==> src/design/cnn_defines.svh <==
`ifndef CNN_DEFINES_SVH
`define CNN_DEFINES_SVH

// SRAM geometry
`define ADDR_W 12
`define DATA_W 16

// Datapath widths
`define PIX_W 8
`define ACC_W 20

// Kernel and window shape
`define KERNEL_TAPS 9
`define WIN_WORDS 8

// Size word that ends a run
`define END_MARKER 16'hFFFF

// Upper bound of the clamped ReLU
`define RELU_MAX 127

`endif

==> src/design/cnn_pkg.sv <==
`default_nettype none

`include "cnn_defines.svh"

package cnn_pkg;

	// --------------------------------------------------
	// Bus and datapath types
	// --------------------------------------------------
	typedef logic [`ADDR_W-1:0] addr_t;
	typedef logic [`DATA_W-1:0] word_t;
	typedef logic signed [`PIX_W-1:0] pixel_t;
	typedef logic signed [`ACC_W-1:0] acc_t;

	// Sums at offsets (0,0), (0,1), (1,0), (1,1)
	typedef acc_t [3:0] acc_quad_t;

	// --------------------------------------------------
	// FSM encodings
	// --------------------------------------------------
	typedef enum logic [2:0] {
		IDLE,
		READ_SIZE,
		CHECK_SIZE,
		READ_WINDOW,
		WAIT_WINDOW,
		DRAIN
	} fetch_state_t;

	typedef enum logic [1:0] {
		EMPTY,
		FILL,
		MAC,
		DONE
	} conv_state_t;

endpackage

`default_nettype wire

==> src/design/window_if.sv <==
`default_nettype none

interface window_if;

	// Fetch side
	logic start;
	logic data_valid;
	logic last;

	// Convolution side
	logic window_done;

	modport fetch (
		output start,
		output data_valid,
		output last,
		input  window_done
	);

	modport conv (
		input  start,
		input  data_valid,
		input  last,
		output window_done
	);

endinterface

`default_nettype wire

==> src/design/window_fetch.sv <==
`default_nettype none

`include "cnn_defines.svh"

module window_fetch (
	input  logic           clk,
	input  logic           reset_b,
	input  logic           run,
	output logic           busy,
	output cnn_pkg::addr_t input_sram_read_address,
	input  cnn_pkg::word_t input_sram_read_data,
	window_if.fetch        win,
	input  logic           pending
);

	cnn_pkg::fetch_state_t state;
	cnn_pkg::fetch_state_t state_next;

	cnn_pkg::addr_t base_addr;
	cnn_pkg::addr_t row_addr;
	cnn_pkg::addr_t row_off;
	cnn_pkg::addr_t win_addr;
	cnn_pkg::addr_t matrix_step;

	logic [`PIX_W-1:0] n_size;
	logic [`PIX_W-2:0] half_n;
	logic [`PIX_W-2:0] win_row;
	logic [`PIX_W-2:0] win_col;
	logic [2:0]        word_cnt;
	logic              last_win;
	logic              is_end;

	assign half_n = n_size[`PIX_W-1:1];
	assign is_end = (input_sram_read_data == `END_MARKER);
	assign last_win = (win_row == half_n - 7'd2) && (win_col == half_n - 7'd2);

	// N*N/2 data words plus the size word
	assign matrix_step = cnn_pkg::addr_t'(n_size) * cnn_pkg::addr_t'(half_n) + 1'b1;

	// --------------------------------------------------
	// Window addressing
	// --------------------------------------------------
	// Two words per row, four rows, row stride N/2
	always_comb begin
		case (word_cnt[2:1])
			2'd0: row_off = '0;
			2'd1: row_off = cnn_pkg::addr_t'(half_n);
			2'd2: row_off = cnn_pkg::addr_t'(n_size);
			default: row_off = cnn_pkg::addr_t'(n_size) + cnn_pkg::addr_t'(half_n);
		endcase
		win_addr = row_addr + cnn_pkg::addr_t'(win_col) + row_off
			+ cnn_pkg::addr_t'(word_cnt[0]);
	end

	assign input_sram_read_address = (state == cnn_pkg::READ_WINDOW) ? win_addr : base_addr;
	assign win.start = (state == cnn_pkg::READ_WINDOW) && (word_cnt == '0);
	assign busy = (state != cnn_pkg::IDLE);

	// --------------------------------------------------
	// Control FSM
	// --------------------------------------------------
	always_comb begin
		state_next = state;
		case (state)
			cnn_pkg::IDLE: if (run) state_next = cnn_pkg::READ_SIZE;
			cnn_pkg::READ_SIZE: state_next = cnn_pkg::CHECK_SIZE;
			cnn_pkg::CHECK_SIZE: begin
				state_next = is_end ? cnn_pkg::DRAIN : cnn_pkg::READ_WINDOW;
			end
			cnn_pkg::READ_WINDOW: begin
				if (word_cnt == `WIN_WORDS - 1) state_next = cnn_pkg::WAIT_WINDOW;
			end
			cnn_pkg::WAIT_WINDOW: begin
				if (win.window_done) begin
					state_next = last_win ? cnn_pkg::READ_SIZE : cnn_pkg::READ_WINDOW;
				end
			end
			default: if (!pending) state_next = cnn_pkg::IDLE;
		endcase
	end

	always_ff @(posedge clk) begin
		if (!reset_b) begin
			state <= cnn_pkg::IDLE;
			base_addr <= '0;
			row_addr <= '0;
			word_cnt <= '0;
			win_row <= '0;
			win_col <= '0;
			win.data_valid <= 1'b0;
			win.last <= 1'b0;
		end else begin
			state <= state_next;
			// Read data lands one cycle after the address
			win.data_valid <= (state == cnn_pkg::READ_WINDOW);
			win.last <= (state == cnn_pkg::READ_WINDOW) && last_win;
			case (state)
				cnn_pkg::CHECK_SIZE: begin
					row_addr <= base_addr + 1'b1;
					win_row <= '0;
					win_col <= '0;
				end
				cnn_pkg::READ_WINDOW: word_cnt <= word_cnt + 1'b1;
				cnn_pkg::WAIT_WINDOW: begin
					if (win.window_done) begin
						if (last_win) begin
							base_addr <= base_addr + matrix_step;
						end else if (win_col == half_n - 7'd2) begin
							// Two pixel rows down is N words
							win_col <= '0;
							win_row <= win_row + 1'b1;
							row_addr <= row_addr + cnn_pkg::addr_t'(n_size);
						end else begin
							win_col <= win_col + 1'b1;
						end
					end
				end
				cnn_pkg::DRAIN: if (!pending) base_addr <= '0;
				default: ;
			endcase
		end
	end

	// Matrix size from the low byte of the size word
	always_ff @(posedge clk) begin
		if (state == cnn_pkg::CHECK_SIZE) n_size <= input_sram_read_data[`PIX_W-1:0];
	end

	// A new window never overlaps data of the previous one
	assert property (@(posedge clk) disable iff (!reset_b)
		win.start |-> (state == cnn_pkg::READ_WINDOW) && !win.data_valid)
		else $error("window start outside READ_WINDOW");

endmodule

`default_nettype wire

==> src/design/conv_engine.sv <==
`default_nettype none

`include "cnn_defines.svh"

module conv_engine (
	input  logic               clk,
	input  logic               reset_b,
	window_if.conv             win,
	input  cnn_pkg::word_t     input_sram_read_data,
	output cnn_pkg::addr_t     weights_sram_read_address,
	input  cnn_pkg::word_t     weights_sram_read_data,
	output logic               result_valid,
	output cnn_pkg::acc_quad_t result,
	output logic               result_last
);

	cnn_pkg::conv_state_t state;

	// 4x4 window, row-major, one byte per entry
	cnn_pkg::pixel_t pix_buf [2*`WIN_WORDS];
	cnn_pkg::acc_t   acc [4];
	cnn_pkg::pixel_t weight;

	logic [3:0] fill_cnt;
	logic [3:0] tap;
	logic [1:0] k_row;
	logic [1:0] k_col;
	logic [3:0] pix_base;
	logic       last_q;

	// --------------------------------------------------
	// Weight sequencing
	// --------------------------------------------------
	// Address runs one tap ahead so word 0 goes out during FILL
	assign weights_sram_read_address = (state == cnn_pkg::MAC) ?
		cnn_pkg::addr_t'((tap + 4'd1) >> 1) : '0;

	// Even taps low byte, odd taps high byte
	assign weight = tap[0] ? weights_sram_read_data[2*`PIX_W-1:`PIX_W] :
		weights_sram_read_data[`PIX_W-1:0];

	assign pix_base = {k_row, 2'b00} + {2'b00, k_col};

	assign result_valid = (state == cnn_pkg::DONE);
	assign win.window_done = (state == cnn_pkg::DONE);
	assign result_last = (state == cnn_pkg::DONE) && last_q;

	always_ff @(posedge clk) begin
		if (!reset_b) begin
			state <= cnn_pkg::EMPTY;
			fill_cnt <= '0;
			tap <= '0;
			k_row <= '0;
			k_col <= '0;
		end else begin
			// Counts every word since start including stray ones
			if (win.start) begin
				fill_cnt <= '0;
			end else if (win.data_valid) begin
				fill_cnt <= fill_cnt + 1'b1;
			end

			if (state == cnn_pkg::MAC) begin
				tap <= tap + 1'b1;
				if (k_col == 2'd2) begin
					k_col <= '0;
					k_row <= k_row + 1'b1;
				end else begin
					k_col <= k_col + 1'b1;
				end
			end else begin
				tap <= '0;
				k_row <= '0;
				k_col <= '0;
			end

			case (state)
				cnn_pkg::EMPTY: if (win.start) state <= cnn_pkg::FILL;
				cnn_pkg::FILL: begin
					if (win.data_valid && fill_cnt == `WIN_WORDS - 1) state <= cnn_pkg::MAC;
				end
				cnn_pkg::MAC: if (tap == `KERNEL_TAPS - 1) state <= cnn_pkg::DONE;
				default: state <= cnn_pkg::EMPTY;
			endcase
		end
	end

	// --------------------------------------------------
	// Window buffer
	// --------------------------------------------------
	always_ff @(posedge clk) begin
		if (state == cnn_pkg::FILL && win.data_valid) begin
			pix_buf[{fill_cnt[2:0], 1'b0}] <= input_sram_read_data[`PIX_W-1:0];
			pix_buf[{fill_cnt[2:0], 1'b1}] <= input_sram_read_data[2*`PIX_W-1:`PIX_W];
			last_q <= win.last;
		end
	end

	// --------------------------------------------------
	// Four multiply-accumulates, one per output offset
	// --------------------------------------------------
	for (genvar g = 0; g < 4; g++) begin : g_mac
		localparam int OFF = (g % 2) + 4 * (g / 2);

		logic signed [2*`PIX_W-1:0] prod;

		assign prod = pix_buf[pix_base + OFF] * weight;
		assign result[g] = acc[g];

		always_ff @(posedge clk) begin
			if (win.start) begin
				acc[g] <= '0;
			end else if (state == cnn_pkg::MAC) begin
				acc[g] <= acc[g] + cnn_pkg::acc_t'(prod);
			end
		end
	end

	// Fetch must hold off until window_done
	assert property (@(posedge clk) disable iff (!reset_b)
		win.data_valid |-> state != cnn_pkg::MAC)
		else $error("window data during MAC");

	assert property (@(posedge clk) disable iff (!reset_b)
		state == cnn_pkg::DONE |-> fill_cnt == `WIN_WORDS)
		else $error("wrong word count for window");

endmodule

`default_nettype wire

==> src/design/output_writer.sv <==
`default_nettype none

`include "cnn_defines.svh"

module output_writer (
	input  logic               clk,
	input  logic               reset_b,
	input  logic               busy,
	input  logic               result_valid,
	input  cnn_pkg::acc_quad_t result,
	input  logic               result_last,
	output logic               pending,
	output logic               output_sram_write_enable,
	output cnn_pkg::addr_t     output_sram_write_address,
	output cnn_pkg::word_t     output_sram_write_data
);

	cnn_pkg::acc_quad_t res_q;
	cnn_pkg::acc_t      max_lo;
	cnn_pkg::acc_t      max_hi;
	cnn_pkg::acc_t      max_all;
	cnn_pkg::addr_t     next_addr;

	logic [`PIX_W-1:0] relu_byte;
	logic [`PIX_W-1:0] first_byte;
	logic              valid_q;
	logic              last_q;
	logic              have_first;
	logic              do_write;

	// --------------------------------------------------
	// Max pool and clamped ReLU
	// --------------------------------------------------
	always_comb begin
		max_lo = ($signed(res_q[0]) > $signed(res_q[1])) ? res_q[0] : res_q[1];
		max_hi = ($signed(res_q[2]) > $signed(res_q[3])) ? res_q[2] : res_q[3];
		max_all = (max_lo > max_hi) ? max_lo : max_hi;
		if (max_all < 0) begin
			relu_byte = '0;
		end else if (max_all > cnn_pkg::acc_t'(`RELU_MAX)) begin
			relu_byte = `PIX_W'(`RELU_MAX);
		end else begin
			relu_byte = max_all[`PIX_W-1:0];
		end
	end

	// Second byte of a pair, or a lone byte at matrix end
	assign do_write = valid_q && (have_first || last_q);
	assign pending = result_valid || valid_q || output_sram_write_enable;

	always_ff @(posedge clk) begin
		if (!reset_b) begin
			valid_q <= 1'b0;
			have_first <= 1'b0;
			output_sram_write_enable <= 1'b0;
			next_addr <= '0;
		end else begin
			valid_q <= result_valid;
			output_sram_write_enable <= do_write;
			if (valid_q) have_first <= !have_first && !last_q;
			if (do_write) next_addr <= next_addr + 1'b1;
			if (!busy) begin
				have_first <= 1'b0;
				next_addr <= '0;
			end
		end
	end

	always_ff @(posedge clk) begin
		res_q <= result;
		last_q <= result_last;
		if (valid_q && !have_first) first_byte <= relu_byte;
		if (do_write) begin
			output_sram_write_address <= next_addr;
			// First byte of a pair sits in the high half
			output_sram_write_data <= have_first ? {first_byte, relu_byte} :
				{relu_byte, {`PIX_W{1'b0}}};
		end
	end

	// Address counter only moves forward within a run
	assert property (@(posedge clk) disable iff (!reset_b)
		busy && $past(busy) |-> next_addr >= $past(next_addr))
		else $error("output address wrapped during run");

endmodule

`default_nettype wire

==> src/design/cnn_top.sv <==
`default_nettype none

module cnn_top (
	input  logic           clk,
	input  logic           reset_b,
	input  logic           run,
	output logic           busy,

	// Input SRAM
	output cnn_pkg::addr_t input_sram_read_address,
	input  cnn_pkg::word_t input_sram_read_data,

	// Weights SRAM
	output cnn_pkg::addr_t weights_sram_read_address,
	input  cnn_pkg::word_t weights_sram_read_data,

	// Output SRAM
	output logic           output_sram_write_enable,
	output cnn_pkg::addr_t output_sram_write_address,
	output cnn_pkg::word_t output_sram_write_data
);

	cnn_pkg::acc_quad_t result;
	logic               result_valid;
	logic               result_last;
	logic               pending;

	window_if win_bus ();

	window_fetch u_fetch (
		.clk                     (clk),
		.reset_b                 (reset_b),
		.run                     (run),
		.busy                    (busy),
		.input_sram_read_address (input_sram_read_address),
		.input_sram_read_data    (input_sram_read_data),
		.win                     (win_bus.fetch),
		.pending                 (pending)
	);

	conv_engine u_conv (
		.clk                       (clk),
		.reset_b                   (reset_b),
		.win                       (win_bus.conv),
		.input_sram_read_data      (input_sram_read_data),
		.weights_sram_read_address (weights_sram_read_address),
		.weights_sram_read_data    (weights_sram_read_data),
		.result_valid              (result_valid),
		.result                    (result),
		.result_last               (result_last)
	);

	output_writer u_writer (
		.clk                       (clk),
		.reset_b                   (reset_b),
		.busy                      (busy),
		.result_valid              (result_valid),
		.result                    (result),
		.result_last               (result_last),
		.pending                   (pending),
		.output_sram_write_enable  (output_sram_write_enable),
		.output_sram_write_address (output_sram_write_address),
		.output_sram_write_data    (output_sram_write_data)
	);

endmodule

`default_nettype wire

==> config.mk <==
export PLATFORM = sky130hd
export DESIGN_NAME = cnn_top
export DESIGN_NICKNAME = d
export VERILOG_FILES = /design/src/design/cnn_pkg.sv /design/src/design/window_if.sv /design/src/design/window_fetch.sv /design/src/design/conv_engine.sv /design/src/design/output_writer.sv /design/src/design/cnn_top.sv
export VERILOG_INCLUDE_DIRS = /design/src /design/src/design
export SDC_FILE = /design/constraint.sdc
export NUM_CORES = 2
export LEC_CHECK = 0
export ABC_AREA = 1
export BUFFER_PORTS_ARGS = -buffer_cell sky130_fd_sc_hd__buf_2
export CAP_MARGIN = 20
export CORE_UTILIZATION = 40
export CTS_BUF_LIST = sky130_fd_sc_hd__clkbuf_4
export DETAILED_ROUTE_END_ITERATION = 10
export HOLD_SLACK_MARGIN = 0.02
export PLACE_DENSITY_LB_ADDON = 0.3
export SLEW_MARGIN = 10
export SYNTH_ARGS = -nofsm -noshare
export SYNTH_HDL_FRONTEND = slang
export SYNTH_HIERARCHICAL = 1
export SYNTH_SLANG_ARGS = --single-unit
==> constraint.sdc <==
create_clock -name clk -period 9.2 [get_ports clk]
set_input_delay 1.84 -clock clk [delete_from_list [all_inputs] [get_ports clk]]
set_output_delay 1.84 -clock clk [all_outputs]
set_load 0.01 [all_outputs]
==> reports/results.ini <==
[flow_run]
cap_violations=0

[routing]
post-route-drc-count=0
wl_per_cell_microns=16.75
wirelength_microns=102300
drtIter0Drc=1918
via_per_inst=4.984
vias=30420
first_pass_iters=6
antenna_left=0

[cts]
cts_made_buffers=119
path_clk_slew_ns=0.07
clock_latency_ns=0.97
clock-sinks=409
cts_resized=0
cts_hold_buf=0
cts_tree=built
root_buffer=clkbuf_4
postCtsSetupRepairBufs=0
clk_path_buf_depth=3
cts_max_level=3

[cells_and_area]
register_area_sq_um=10720
final_common_cell=nand2_1
num-nets-final=5494
drive_gt1_share_pct=9.220
final_core_utilization_pct=43.89
mostFrequentLayoutCells=nand2_1, inv_1, nor2_1, fa_1, ha_1
multi_input_area_sq_um=23510
nFillCells=9322
syn2layout_area_growth_pct=8.203

[synthesis]
synth_ff_type=edfxtp_1
syn_inst=4625
netlist_area_sq_um=38030
seq_area_frac_synth_pct=28.19
synth_async_sr_flop_share_pct=0
synth-edff-count=253
avgSynthCellArea_sq_um=8.222
ys_ff_latch=409
synth_cell_types=59
yosysWarnings=6

[critical_path]
r2r_end=u_conv/acc[0][38]
rr_startpoint=u_conv/k_col[0]
crit_required_ns=7.36
crit_arrival_ns=5.66
r2r_slack_ns=1.81
path_max_fanout=13
critPathKind=reg -> out
crit_path_end_kind=output pin
crit_start=u_fetch/n_size[2]
r2r_cells=25
start_kind=flop

[sta]
maxSlewHeadroom_pct=25.72
slew_viol_final=0
rsz0062_at_grt=false
fin_crit_sh_pct=81.52
fin_tns_setup_ns=0
hold_viol_final=0
layout_min_cycle_time_ns=7.500
fmaxAchievable_mhz=133.3
worst_slew_pin_slew_ns=1.107
setup_violations=0
finClkSkew_ns=0.09745

[grt]
gr-total-overflow=0
grt_max_degree=84
grt_pass1_vias=30580
grt_pass1_wl_microns=163700
antenna_found_initial=4
track_usage_pct=22.01

[placed_design]
hpwl_microns=79470
port_buffers=80
gp_congestion=0.9108

[floorplanning]
die-area_sq_um=96300
die_w_microns=310.3
die_h_microns=310.3
num_rows=112
io_pins=89
start_util_pct=40.56
fp.coreArea_sq_um=93750

[hold_path]
hold_path.startpoint=u_conv/acc[0][21]
hp-class=reg -> reg
worstHoldPathCells=0
min_to=u_writer/res_q[21]

[outcome]
status=complete, no violations

kinds of logic (layout without fill, tap and decap cells):
family | Yosys count | after routing | synth area share [%]
buffers and inverters | 935 | 1150 | 10.11
AOI/OAI and AO/OA | 515 | 515 | 7.193
other | 2 | 11 | 0.01975
muxes | 1 | 1 | 0.02632
adders and majority gates | 714 | 714 | 31.23
and+or+nand+nor | 1997 | 1997 | 21.92
xor gates and xnor gates | 52 | 52 | 1.306
DFF | 409 | 409 | 28.19
critical path, cell delays in order, from the launching register on:
cell      delay (ns)
edfxtp_1        0.82
inv_2           0.23
ha_1            0.51
nand3_1         0.10
nand2_1         0.13
a21oi_1         0.08
o21ai_0         0.25
xnor2_1         0.11
a21oi_1         0.11
o21ai_0         0.18
fa_1            0.55
inv_1           0.04
ha_1            0.34
a21oi_1         0.17
o21ai_0         0.13
a21oi_1         0.24
nor2_1          0.08
nor2_1          0.12
xor2_1          0.24
o21ai_0         0.10
buf_2           0.17
synthesized netlist by cell type, drive strengths merged (34+ instances only):
| cell type | count | share of area [%] |
|---|---|---|
| nand3 | 235 | 3.3 |
| a21oi | 187 | 2.5 |
| nor2 | 553 | 5.8 |
| clkbuf | 47 | 0.47 |
| nand4 | 47 | 0.77 |
| fa | 392 | 21 |
| edfxtp | 253 | 20 |
| nand2 | 1103 | 11 |
| nor3 | 34 | 0.47 |
| dfxtp | 156 | 8.2 |
| inv | 797 | 7.9 |
| o21ai | 266 | 3.6 |
| buf | 87 | 1.7 |
| ha | 322 | 11 |
metrics by stage:
stage	setup slack, ns	area [sq um]	hold slack, ns	std cells
4_1_cts	1.645	41120	0.3726	6101
5_1_grt	1.351	41150	0.3828	6103
6_report	1.700	41150	0.3681	6103
3_3_place_gp	1.485	39540	0.3535	5876
3_5_place_dp	1.357	39570	0.3582	5877
2_1_floorplan	2.184	38060	0.3480	4633
state kept, by name (all words and copies together) (netlist names), 2 cells and up:
signal / cells
u_conv/k_row: 2
u_fetch/row_addr: 12
u_fetch/win_row: 7
u_writer/next_addr: 12
u_writer/output_sram_write_data: 16
u_conv/k_col: 2
u_writer/output_sram_write_address: 12
u_fetch/base_addr: 12
u_conv/fill_cnt: 4
u_fetch/n_size: 8
u_writer/first_byte: 8
u_conv/tap: 4
u_writer/res_q: 80
u_fetch/state: 3
u_conv/state: 2
u_fetch/win_col: 7
u_conv/acc: 80
u_conv/pix_buf: 128
u_fetch/word_cnt: 3
routing by layer:
metal	wire length, microns	GRT usage (%)	vias up
met5	0	0	-
met4	3559	8.077	0
met3	7560	5.020	197
met2	47170	35.99	943
met1	43960	28.38	14390
li1	-	-	14890
how the worst max path moves through the flow:
stage                                  to  slack, ns
2_1_floorplan           u_conv/acc[0][18]       2.18
3_3_place_gp            u_conv/acc[1][39]       1.49
3_5_place_dp            u_conv/acc[1][17]       1.36
4_1_cts        input_sram_read_address[8]       1.64
5_1_grt        input_sram_read_address[8]       1.35
6_report       input_sram_read_address[8]       1.70
final cells by class:
cell class                 count  share of cell area, %
multi-input combinational   3289                  57.15
sequential                   409                  26.06
inverter                     801                  7.313
tap                         1254                  3.813
clock buffer                 171                  3.120
timing repair buffer         125                  1.891
clock inverter                53                 0.6447
antenna                        1               0.006082
Power is left out: the tool's default activity adds up to more than one toggle a clock period on the data nets, which glitch-free logic cannot reach.
